<file path="config.mk">
export PLATFORM = sky130hd
export DESIGN_NAME = csi2RxDecoder
export DESIGN_NICKNAME = d
export VERILOG_FILES = /design/src/csi2LanePkg.sv /design/src/csi2PacketPkg.sv /design/src/csi2LaneIf.sv /design/src/csi2LaneCapture.sv /design/src/csi2LaneMerger.sv /design/src/csi2PacketParser.sv /design/src/csi2RxDecoder.sv
export VERILOG_INCLUDE_DIRS = /design/src
export SDC_FILE = /design/constraint.sdc
export NUM_CORES = 1
export LEC_CHECK = 0
export BUFFER_PORTS_ARGS = -buffer_cell sky130_fd_sc_hd__clkbuf_2
export CAP_MARGIN = 20
export CORE_MARGIN = 5
export CORE_UTILIZATION = 45
export DETAILED_ROUTE_END_ITERATION = 8
export PLACE_DENSITY = 0.73
export SYNTH_ARGS = -nofsm -noshare
export SYNTH_HDL_FRONTEND = slang
export SYNTH_HIERARCHICAL = 1
export SYNTH_SLANG_ARGS = --single-unit
</file>
<file path="constraint.sdc">
create_clock -name CAM_CLOCK_I -period 3.9 [get_ports CAM_CLOCK_I]
set_input_delay 0.39 -clock CAM_CLOCK_I [delete_from_list [all_inputs] [get_ports CAM_CLOCK_I]]
set_output_delay 0.39 -clock CAM_CLOCK_I [all_outputs]
set_load 0.05 [all_outputs]
</file>
<file path="src/csi2Rx_macros.svh">
`ifndef CSI2RX_MACROS_SVH
`define CSI2RX_MACROS_SVH

// ~~~~~~~~~~~~~~~~~~~~~~~~~~~~~~~~~~~~~~~~~~~~~~~~~~~~~~~~~~~~
// Sync codes as seen in the 16-bit stream window
// ~~~~~~~~~~~~~~~~~~~~~~~~~~~~~~~~~~~~~~~~~~~~~~~~~~~~~~~~~~~~
`define CSI2_FRAME_START_CODE 16'hB800
`define CSI2_FRAME_END_CODE   16'hB801
`define CSI2_LINE_START_CODE  16'hB82A

// Width of one lane byte
`define CSI2_LANE_BITS 8

// ~~~~~~~~~~~~~~~~~~~~~~~~~~~~~~~~~~~~~~~~~~~~~~~~~~~~~~~~~~~~
// Stream bytes skipped after a line and after a frame end
// ~~~~~~~~~~~~~~~~~~~~~~~~~~~~~~~~~~~~~~~~~~~~~~~~~~~~~~~~~~~~
`define CSI2_LINE_GAP  3
`define CSI2_FRAME_GAP 3

`endif

</file>
<file path="src/csi2LanePkg.sv">
`include "csi2Rx_macros.svh"

package csi2LanePkg;

  typedef logic [`CSI2_LANE_BITS-1:0] laneByteT;

  typedef logic [2:0] laneCountT;                   // 1, 2 or 4 lanes

  // Lane count actually used by the link
  function automatic laneCountT activeLanes(input laneCountT numLanes);
    case (numLanes)
      3'd2: activeLanes = 3'd2;
      3'd4: activeLanes = 3'd4;
      default: activeLanes = 3'd1;                  // Anything else runs as one lane
    endcase
  endfunction

endpackage

</file>
<file path="src/csi2PacketPkg.sv">
package csi2PacketPkg;

  // ~~~~~~~~~~~~~~~~~~~~~~~~~~~~~~~~~~~~~~~~~~~~~~~~~~~~~~~~~~~~
  // Two-byte stream window
  // ~~~~~~~~~~~~~~~~~~~~~~~~~~~~~~~~~~~~~~~~~~~~~~~~~~~~~~~~~~~~
  typedef struct packed {
    csi2LanePkg::laneByteT olderByte;
    csi2LanePkg::laneByteT newestByte;              // Last byte shifted in
  } windowBytesT;

  typedef union packed {
    logic [15:0] raw;                               // Compared against sync codes
    windowBytesT bytes;                             // Header field access
  } syncWindowT;

  // ~~~~~~~~~~~~~~~~~~~~~~~~~~~~~~~~~~~~~~~~~~~~~~~~~~~~~~~~~~~~
  // Packet parser states
  // ~~~~~~~~~~~~~~~~~~~~~~~~~~~~~~~~~~~~~~~~~~~~~~~~~~~~~~~~~~~~
  typedef enum logic [3:0] {
    huntFrame,
    frameNumLo,
    frameNumHi,
    huntLine,
    wordCountLo,
    wordCountHi,
    payload,
    lineGap,
    frameGap
  } parseStateT;

endpackage

</file>
<file path="src/csi2LaneIf.sv">
interface csi2LaneIf;

  csi2LanePkg::laneByteT laneA;
  csi2LanePkg::laneByteT laneB;
  csi2LanePkg::laneByteT laneC;
  csi2LanePkg::laneByteT laneD;
  logic                  wordLoad;                  // Fresh word in lane registers

  modport capture
  (
    output laneA, laneB, laneC, laneD, wordLoad
  );

  modport merger
  (
    input laneA, laneB, laneC, laneD, wordLoad
  );

endinterface

</file>
<file path="src/csi2LaneCapture.sv">
module csi2LaneCapture
#(
  parameter int invertBits = 1
)
(
  input  logic                   CAM_CLOCK_I,
  input  logic                   RESET_n_I,
  input  csi2LanePkg::laneCountT numLanes_i,
  input  csi2LanePkg::laneByteT  channelA_i,
  input  csi2LanePkg::laneByteT  channelB_i,
  input  csi2LanePkg::laneByteT  channelC_i,
  input  csi2LanePkg::laneByteT  channelD_i,
  csi2LaneIf.capture             laneBus
);

  csi2LanePkg::laneCountT laneCount;
  logic [1:0]             paceCount;

  function automatic csi2LanePkg::laneByteT orderBits(input csi2LanePkg::laneByteT laneByte);
    if (invertBits != 0)
      orderBits = {<<{laneByte}};                   // Link sends LSB first
    else
      orderBits = laneByte;
  endfunction

  assign laneCount = csi2LanePkg::activeLanes(numLanes_i);

  always_ff @(posedge CAM_CLOCK_I)
  begin
    if (!RESET_n_I)
    begin
      paceCount        <= 2'd0;
      laneBus.wordLoad <= 1'b0;
    end
    else
    begin
      if ({1'b0, paceCount} >= laneCount - 3'd1)
        paceCount <= 2'd0;
      else
        paceCount <= paceCount + 2'd1;
      laneBus.wordLoad <= (paceCount == 2'd0);
    end
  end

  always_ff @(posedge CAM_CLOCK_I)
  begin
    if (paceCount == 2'd0)                          // Sample slot
    begin
      laneBus.laneA <= orderBits(channelA_i);
      laneBus.laneB <= orderBits(channelB_i);
      laneBus.laneC <= orderBits(channelC_i);
      laneBus.laneD <= orderBits(channelD_i);
    end
  end

  laneCountLegal: assert property (@(posedge CAM_CLOCK_I) disable iff (!RESET_n_I)
    numLanes_i inside {3'd1, 3'd2, 3'd4});

  laneCountStable: assert property (@(posedge CAM_CLOCK_I) disable iff (!RESET_n_I)
    $past(RESET_n_I) |-> $stable(numLanes_i));

endmodule

</file>
<file path="src/csi2LaneMerger.sv">
module csi2LaneMerger
(
  input  logic                     CAM_CLOCK_I,
  input  logic                     RESET_n_I,
  input  csi2LanePkg::laneCountT   numLanes_i,
  csi2LaneIf.merger                laneBus,
  output logic                     byteValid_o,
  output csi2PacketPkg::syncWindowT window_o
);

  csi2LanePkg::laneCountT laneCount;
  logic [1:0]             laneIndex;                // Zero when idle
  csi2LanePkg::laneByteT  storedB;
  csi2LanePkg::laneByteT  storedC;
  csi2LanePkg::laneByteT  storedD;
  csi2LanePkg::laneByteT  nextByte;

  assign laneCount = csi2LanePkg::activeLanes(numLanes_i);

  // Lane A goes straight through, the rest wait in the stored word
  always_comb
  begin
    if (laneBus.wordLoad)
      nextByte = laneBus.laneA;
    else
    begin
      case (laneIndex)
        2'd2: nextByte = storedC;
        2'd3: nextByte = storedD;
        default: nextByte = storedB;
      endcase
    end
  end

  always_ff @(posedge CAM_CLOCK_I)
  begin
    if (laneBus.wordLoad)
    begin
      storedB <= laneBus.laneB;
      storedC <= laneBus.laneC;
      storedD <= laneBus.laneD;
    end
  end

  always_ff @(posedge CAM_CLOCK_I)
  begin
    if (!RESET_n_I)
    begin
      laneIndex    <= 2'd0;
      byteValid_o  <= 1'b0;
      window_o.raw <= 16'd0;                        // No stale sync match
    end
    else
    begin
      byteValid_o <= 1'b0;
      if (laneBus.wordLoad || laneIndex != 2'd0)
      begin
        byteValid_o                <= 1'b1;
        window_o.bytes.olderByte   <= window_o.bytes.newestByte;
        window_o.bytes.newestByte  <= nextByte;
        if ({1'b0, laneIndex} >= laneCount - 3'd1)
          laneIndex <= 2'd0;                        // Word done
        else
          laneIndex <= laneIndex + 2'd1;
      end
    end
  end

  // Capture pacing must leave room to serialize every lane
  noWordOverrun: assert property (@(posedge CAM_CLOCK_I) disable iff (!RESET_n_I)
    laneBus.wordLoad |-> laneIndex == 2'd0);

endmodule

</file>
<file path="src/csi2PacketParser.sv">
`include "csi2Rx_macros.svh"

module csi2PacketParser
(
  input  logic                      CAM_CLOCK_I,
  input  logic                      RESET_n_I,
  input  logic                      byteValid_i,
  input  csi2PacketPkg::syncWindowT window_i,
  output csi2LanePkg::laneByteT     dataOut_o,
  output logic [15:0]               wordCount_o,
  output logic                      pixelValid_o,
  output logic                      frameStart_o,
  output logic                      frameEnd_o,
  output logic                      lineStart_o,
  output logic                      lineEnd_o,
  output logic [15:0]               frameNumber_o
);

  csi2PacketPkg::parseStateT parseState;
  csi2LanePkg::laneByteT     headerLo;              // Low byte of a two-byte field
  logic [15:0]               payloadCount;
  logic [7:0]                gapCount;

  always_ff @(posedge CAM_CLOCK_I)
  begin
    if (byteValid_i)
    begin
      if (parseState == csi2PacketPkg::frameNumLo || parseState == csi2PacketPkg::wordCountLo)
        headerLo <= window_i.bytes.newestByte;
      if (parseState == csi2PacketPkg::payload)
        dataOut_o <= window_i.bytes.newestByte;
    end
  end

  // ~~~~~~~~~~~~~~~~~~~~~~~~~~~~~~~~~~~~~~~~~~~~~~~~~~~~~~~~~~~~
  // Packet state machine
  // ~~~~~~~~~~~~~~~~~~~~~~~~~~~~~~~~~~~~~~~~~~~~~~~~~~~~~~~~~~~~
  always_ff @(posedge CAM_CLOCK_I)
  begin
    if (!RESET_n_I)
    begin
      parseState    <= csi2PacketPkg::huntFrame;
      payloadCount  <= 16'd0;
      gapCount      <= 8'd0;
      wordCount_o   <= 16'hFFFF;
      frameNumber_o <= 16'd0;
      pixelValid_o  <= 1'b0;
      frameStart_o  <= 1'b0;
      frameEnd_o    <= 1'b0;
      lineStart_o   <= 1'b0;
      lineEnd_o     <= 1'b0;
    end
    else
    begin
      pixelValid_o <= 1'b0;                         // Strobes last one cycle
      frameStart_o <= 1'b0;
      frameEnd_o   <= 1'b0;
      lineStart_o  <= 1'b0;
      lineEnd_o    <= 1'b0;
      if (byteValid_i)
      begin
        case (parseState)
          csi2PacketPkg::huntFrame:
            if (window_i.raw == `CSI2_FRAME_START_CODE)
              parseState <= csi2PacketPkg::frameNumLo;
          csi2PacketPkg::frameNumLo:
            parseState <= csi2PacketPkg::frameNumHi;
          csi2PacketPkg::frameNumHi:
          begin
            frameNumber_o <= {window_i.bytes.newestByte, headerLo};
            frameStart_o  <= 1'b1;
            parseState    <= csi2PacketPkg::huntLine;
          end
          csi2PacketPkg::huntLine:
          begin
            if (window_i.raw == `CSI2_FRAME_END_CODE)
            begin
              frameEnd_o <= 1'b1;
              gapCount   <= 8'd0;
              parseState <= csi2PacketPkg::frameGap;
            end
            else if (window_i.raw == `CSI2_LINE_START_CODE)
            begin
              lineStart_o <= 1'b1;
              parseState  <= csi2PacketPkg::wordCountLo;
            end
          end
          csi2PacketPkg::wordCountLo:
            parseState <= csi2PacketPkg::wordCountHi;
          csi2PacketPkg::wordCountHi:
          begin
            wordCount_o  <= {window_i.bytes.newestByte, headerLo};
            payloadCount <= 16'd0;
            gapCount     <= 8'd0;
            if ({window_i.bytes.newestByte, headerLo} == 16'd0)
            begin
              lineEnd_o  <= 1'b1;                   // Empty line
              parseState <= csi2PacketPkg::lineGap;
            end
            else
              parseState <= csi2PacketPkg::payload;
          end
          csi2PacketPkg::payload:
          begin
            pixelValid_o <= 1'b1;
            payloadCount <= payloadCount + 16'd1;
            if (payloadCount == wordCount_o - 16'd1)
            begin
              lineEnd_o  <= 1'b1;                   // With the last pixel
              parseState <= csi2PacketPkg::lineGap;
            end
          end
          csi2PacketPkg::lineGap:
          begin
            gapCount <= gapCount + 8'd1;
            if (gapCount == 8'(`CSI2_LINE_GAP - 1))
              parseState <= csi2PacketPkg::huntLine;
          end
          csi2PacketPkg::frameGap:
          begin
            gapCount <= gapCount + 8'd1;
            if (gapCount == 8'(`CSI2_FRAME_GAP - 1))
              parseState <= csi2PacketPkg::huntFrame;
          end
          default:
            parseState <= csi2PacketPkg::huntFrame;
        endcase
      end
    end
  end

  // Frame boundaries never overlap pixel data
  noPixelAtFrameEdge: assert property (@(posedge CAM_CLOCK_I) disable iff (!RESET_n_I)
    pixelValid_o |-> !(frameStart_o || frameEnd_o));

endmodule

</file>
<file path="src/csi2RxDecoder.sv">
module csi2RxDecoder
#(
  parameter int invertBits = 1
)
(
  input  logic                   CAM_CLOCK_I,
  input  logic                   RESET_n_I,
  input  csi2LanePkg::laneCountT numLanes_i,
  input  csi2LanePkg::laneByteT  channelA_i,
  input  csi2LanePkg::laneByteT  channelB_i,
  input  csi2LanePkg::laneByteT  channelC_i,
  input  csi2LanePkg::laneByteT  channelD_i,
  output csi2LanePkg::laneByteT  dataOut_o,
  output logic [15:0]            wordCount_o,
  output logic                   pixelValid_o,
  output logic                   frameStart_o,
  output logic                   frameEnd_o,
  output logic                   lineStart_o,
  output logic                   lineEnd_o,
  output logic [15:0]            frameNumber_o
);

  csi2PacketPkg::syncWindowT window;
  logic                      byteValid;

  csi2LaneIf laneBus();

  csi2LaneCapture #(.invertBits(invertBits)) capture
  (
    .CAM_CLOCK_I (CAM_CLOCK_I),
    .RESET_n_I   (RESET_n_I),
    .numLanes_i  (numLanes_i),
    .channelA_i  (channelA_i),
    .channelB_i  (channelB_i),
    .channelC_i  (channelC_i),
    .channelD_i  (channelD_i),
    .laneBus     (laneBus.capture)
  );

  csi2LaneMerger merger
  (
    .CAM_CLOCK_I (CAM_CLOCK_I),
    .RESET_n_I   (RESET_n_I),
    .numLanes_i  (numLanes_i),
    .laneBus     (laneBus.merger),
    .byteValid_o (byteValid),
    .window_o    (window)
  );

  csi2PacketParser parser
  (
    .CAM_CLOCK_I   (CAM_CLOCK_I),
    .RESET_n_I     (RESET_n_I),
    .byteValid_i   (byteValid),
    .window_i      (window),
    .dataOut_o     (dataOut_o),
    .wordCount_o   (wordCount_o),
    .pixelValid_o  (pixelValid_o),
    .frameStart_o  (frameStart_o),
    .frameEnd_o    (frameEnd_o),
    .lineStart_o   (lineStart_o),
    .lineEnd_o     (lineEnd_o),
    .frameNumber_o (frameNumber_o)
  );

endmodule

</file>
After elaboration in Yosys (flattened, before gate mapping)
Cells that the tools add are included.

Register bits: 159. Output and inout port bits: 45. Word-level logic and storage cells: 101. Input port bits: 37.

Mux-type cells: 23. Bitwise gates (word level): 3. Reductions and logical operators: 20. $lt $le $gt $ge: 2. Equal/unequal tests: 23. Add/subtract/negate cells: 6.

Operators with widths (number): equality test 16 bit, second input constant (3); case mux 4 bit (9 select lines) (1); case mux 16 bit (2 select lines) (1); 2-to-1 mux 4 bit (6); case mux 8 bit (3 select lines) (1); adder 16 x 1 -> 16 bit, second input constant (1); equality test 16 bit (1); equality test 4 x 3 -> 1 bit, second input constant (4); logical NOT 16 bit (1); 2-to-1 mux 8 bit (2); case mux 8 bit (2 select lines) (1); subtractor 16 x 1 -> 16 bit, second input constant (1); AND reduction 2 bit (6); adder 8 x 1 -> 8 bit, second input constant (1); equality test 4 x 2 -> 1 bit, second input constant (2); equality test 8 x 2 -> 1 bit, second input constant (1); 2-to-1 mux 1 bit (8); inequality test 2 x 1 -> 1 bit, second input constant (4); greater-or-equal comparator 2 x 3 -> 1 bit (2); case mux 3 bit (2 select lines) (1); AND reduction 3 bit (2); AND reduction 6 bit (1); adder 2 x 1 -> 2 bit, second input constant (2); equality test 2 bit, second input constant (2); other kinds (17) (22).

Longest topological paths before layout
Depth in word-level cells: 5. Mapped depth: 8. Gate-level depth less buffers: 8.

Cells and area by module
Netlist, hierarchy kept.

By module, submodules not included: csi2PacketParser (area an instance 3808.7 um^2, seq. area each 1781.7 um^2, times used 1, cells an instance 415); csi2LaneMerger (area an instance 1791.7 um^2, seq. area each 1101.1 um^2, times used 1, cells an instance 140); csi2LaneCapture (area an instance 1148.6 um^2, seq. area each 1021.0 um^2, times used 1, cells an instance 50).

Worst setup path before layout
No wires, ideal clock.

Path type: flip-flop to flip-flop. Start: register parser.wordCount_o[2]. End: register parser.parseState[0]. Required time: 3809 ps. Path buffers: 2. Data arrival time: 2575 ps. Path slack: 1234 ps. Library setup time: 91 ps. Cell stages (with the launch flop): 9. Period minus slack after synthesis: 2666 ps. Path through: dfxtp_1 -> buf_6 -> or4_1 -> buf_2 -> o21a_1 -> or4_4 -> a311oi_2 -> o2111ai_1 -> a311oi_1.

Cells in the longest elaborated chain, start to end: 4.

Ends and longest elaborated chain: start, declared (line csi2PacketParser.sv:10) `output logic [15:0] wordCount_o,`; start signal, assigned (line csi2PacketParser.sv:92) `wordCount_o <= {window_i.bytes.newestByte, headerLo};`; subtractor 16 x 1 -> 16 bit (line csi2PacketParser.sv:107) `if (payloadCount == wordCount_o - 16'd1)`; equality test 16 bit (line csi2PacketParser.sv:107); inequality test 2 bit (no source line); AND reduction 6 bit (no source line); end signal, assigned (line csi2PacketParser.sv:110) `parseState <= csi2PacketPkg::lineGap;`; end signal, assigned (line csi2PacketParser.sv:117) `parseState <= csi2PacketPkg::huntLine;`; end signal, assigned (line csi2PacketParser.sv:123) `parseState <= csi2PacketPkg::huntFrame;`; end, declared (line csi2PacketParser.sv:19) `csi2PacketPkg::parseStateT parseState;`.

Every way passes these cells. A chain may end at the register's enable or synchronous reset.

Worst setup path after layout
Start: register merger/window_o[2] (netlist bit). End: register parser.gapCount[4].

Cells in the longest elaborated chain, start to end: 3.

Ends and longest elaborated chain: start, declared (line csi2LaneMerger.sv:8) `output csi2PacketPkg::syncWindowT window_o`; equality test 16 bit (no source line); inequality test 2 x 1 -> 1 bit (no source line); AND reduction 3 bit (no source line); end signal, assigned (line csi2PacketParser.sv:115) `gapCount <= gapCount + 8'd1;`; end signal, assigned (line csi2PacketParser.sv:121) `gapCount <= gapCount + 8'd1;`; end, declared (line csi2PacketParser.sv:22) `logic [7:0] gapCount;`.

Every way passes these cells.

==> impl_metrics.tcl <==
set metrics [dict create \
    fin_crit_sh 0.6965 \
    cp.arrival_ps 3010 \
    die_area_um2 17550 \
    synth_area_leader_cell "edfxtp_1" \
    postRouteAntennaNets 0 \
    internal_power_uw 2714 \
    post_cts_buffers 0 \
    yosys.area.top_type_share 0.3204 \
    clk_pin_slew_ps 70 \
    hold_buffers 0 \
    setup_viol 0 \
    synth.distinct_cells 66 \
    setup.worst_path.class "flop to flop" \
    synth_nets 654 \
    ff2ff_setup_slack_ps 1180 \
    drt_wl_total_um 14090 \
    rsz0062_at_grt "false" \
    comb_power_share 0.033 \
    start_util 0.4609 \
    grtUsageTotal 0.1659 \
    ctsResizeCount 0 \
    first_global_vias 4774 \
    critPathBufInv 0 \
    die-height_um 132.5 \
    drtIter0Drc 422 \
    die_x_um 132.5 \
    p_sw_uw 855.2 \
    hold_violations 0 \
    route.detailed.drc 0 \
    syn2layout_area_growth_pct 16.48 \
    dp_hpwl_um 10100 \
    drive_gt1_frac 0.2003 \
    io_pins 82 \
    placementRows 44 \
    p_clk_frac 0.445 \
    final_cells 878 \
    post_dp_cell_area_um2 7259 \
    fin_area_um2 7861 \
    worst_pin_slew_ps 796.8 \
    seq_power_share 0.521 \
    irDropWorstVdd_mv 0.3472 \
    cp_max_fo 8 \
    leakage_uw 0.003144 \
    synthTopCellsByCount "87 x dfxtp_1, 82 x nand2_1, 72 x edfxtp_1" \
    switching_share 0.2396 \
    overflow 0 \
    cpPeakStageDelay_ps 580 \
    cpLargestDelayFamily "simple AND/OR/NAND/NOR gates" \
    syn_area_per_cell_um2 11.16 \
    antenna_found_initial 0 \
    cp-end-kind "flop" \
    port_buffers 81 \
    yosys_warnings 6 \
    async_flop_share 0 \
    n_fill_cell 1227 \
    synth_most_common_cell "dfxtp_1" \
    final_core_util 0.5368 \
    synth_edf_count 72 \
    min_path_type "input pin to flop" \
    numCtsBuffers 17 \
    cts_htree_levels 4 \
    grt_pass1_wl_um 23580 \
    synth_area_um2 6749 \
    grt_max_degree 39 \
    finalMaxSlewViolations 0 \
    synth_area_leaders "edfxtp_1 32%, dfxtp_1 26%, nand2_1 4.6%" \
    via_per_inst 5.427 \
    slowest_stage "o31ai_2" \
    critPathLaunchType "flop" \
    core_area_um2 14640 \
    outcome "complete, no violations" \
    vias 4765 \
    routabilityCongestion 0.8666 \
    tritoncts "yes" \
    fin_nets 730 \
    ys_seq_area_frac 0.5784 \
    placedCellCount 845 \
    clk-insertion-delay-late_ps 420 \
    setup_total_negative_slack_ps 0 \
    p_total_uw 3569 \
    drv_cap 0 \
    synth_flop_cell "dfxtp_1" \
    p_per_area_nw_per_um2 454.0 \
    dr.pass1.iters 5 \
    max_freq_mhz 368.2 \
    ys_ff_latch 159 \
    syn_inst 605 \
    wl_per_cell_um 16.04 \
    worst_clock_skew_ps 7.298 \
    crit_required_ps 4200 \
    n_antenna_cell 0 \
    min_period_ps 2716 \
    cts_root_buf "clkbuf_16" \
    cts.sinks 159 \
    maxSlewHeadroom 0.4682 \
    cts_max_path_buffers 2 \
    worstPathCellList "nor4_1 -> nand4_1 -> o31ai_2 -> nand2_1 -> o21ai_1 -> nor2_1" \
]
kinds of logic after synthesis:
group | share of synthesized area
simple gates | 0.1832
flops | 0.5784
xor+xnor | 0.05469
fa+ha+maj | 0.02225
mux | 0.02670
compound gates | 0.1029
buf+inv | 0.03189
per-stage QoR:
step	hold WS [ps]	setup slack, ps
2_1_floorplan	400.3	1234
3_3_place_gp	405.6	1401
3_5_place_dp	404.5	1247
4_1_cts	117.9	1236
5_1_grt	115.3	842.3
6_report	132.3	1184
metal layers:
metal	part of all wire	global-route usage
met5	0	0
met4	0.024	0.06640
met3	0.044	0.03834
met2	0.51	0.2876
met1	0.42	0.1998
flip-flops by register name (all words and copies together) (netlist names), 2 cells and up:
| name | flops |
|---|---|
| capture/laneBus.laneA | 8 |
| parser/payloadCount | 16 |
| capture/laneBus.laneB | 8 |
| merger/storedC | 8 |
| parser/gapCount | 8 |
| parser/parseState | 4 |
| merger/laneIndex | 2 |
| merger/storedD | 8 |
| parser/wordCount_o | 16 |
| merger/window_o | 16 |
| parser/headerLo | 8 |
| parser/frameNumber_o | 16 |
| merger/storedB | 8 |
| parser/dataOut_o | 8 |
| capture/laneBus.laneD | 8 |
| capture/laneBus.laneC | 8 |
| capture/paceCount | 2 |
layout make-up:
cell class	count	area, um^2	share of cell area
Inverter	16	60.06	0.007640
Multi-Input combinational cell	401	2630	0.3346
Clock buffer	17	425.4	0.05411
Clock inverter	15	148.9	0.01894
Tap cell	184	230.2	0.02929
Timing Repair Buffer	86	462.9	0.05889
Sequential cell	159	3904	0.4966
power by group through the flow:
stage | clock (uW) | combinational [uW] | sequential (uW)
after floorplan | 0 | 82.4 | 1890
after global placement | 0 | 114 | 1890
after detailed placement | 0 | 120 | 1900
after CTS | 1620 | 121 | 1860
after global routing | 1690 | 134 | 1870
final | 1590 | 120 | 1860
path summary, 6_finish.rpt:
| kind | start | end | depth (start not counted) |
|---|---|---|---|
| worst max-delay path | merger/window_o[2]$_SDFFE_PN0P_ | parser/gapCount[4]$_SDFFE_PN0P_ | 6 |
| worst max register to register | merger/window_o[2]$_SDFFE_PN0P_ | parser/gapCount[4]$_SDFFE_PN0P_ | 6 |
| worst min register to register | capture/laneBus.laneB[4]$_DFFE_PP_ | merger/storedB[4]$_DFFE_PP_ | 0 |
| worst min-delay path | channelC_i[7] | capture/laneBus.laneC[0]$_DFFE_PP_ | 1 |
layout by cell type, fill, tap and decap left out, types with 5 or more instances in the layout:
| cell | count |
|---|---|
| a211o_1 | 8 |
| a21boi_1 | 9 |
| a21oi_1 | 9 |
| a221oi_2 | 8 |
| and3_1 | 10 |
| clkbuf_16 | 17 |
| clkbuf_2 | 81 |
| dfxtp_1 | 87 |
| edfxtp_1 | 72 |
| ha_1 | 12 |
| inv_1 | 16 |
| inv_8 | 5 |
| mux2i_1 | 18 |
| nand2_1 | 82 |
| nand2b_1 | 7 |
| nand3_1 | 25 |
| nand4_1 | 9 |
| nor2_1 | 52 |
| nor3_1 | 7 |
| nor4_1 | 11 |
| nor4b_1 | 5 |
| o21ai_0 | 16 |
| o21ai_1 | 9 |
| or3_1 | 5 |
| xnor2_1 | 17 |
| xor2_1 | 20 |
No activity file was read; power rests on OpenSTA's default activity.
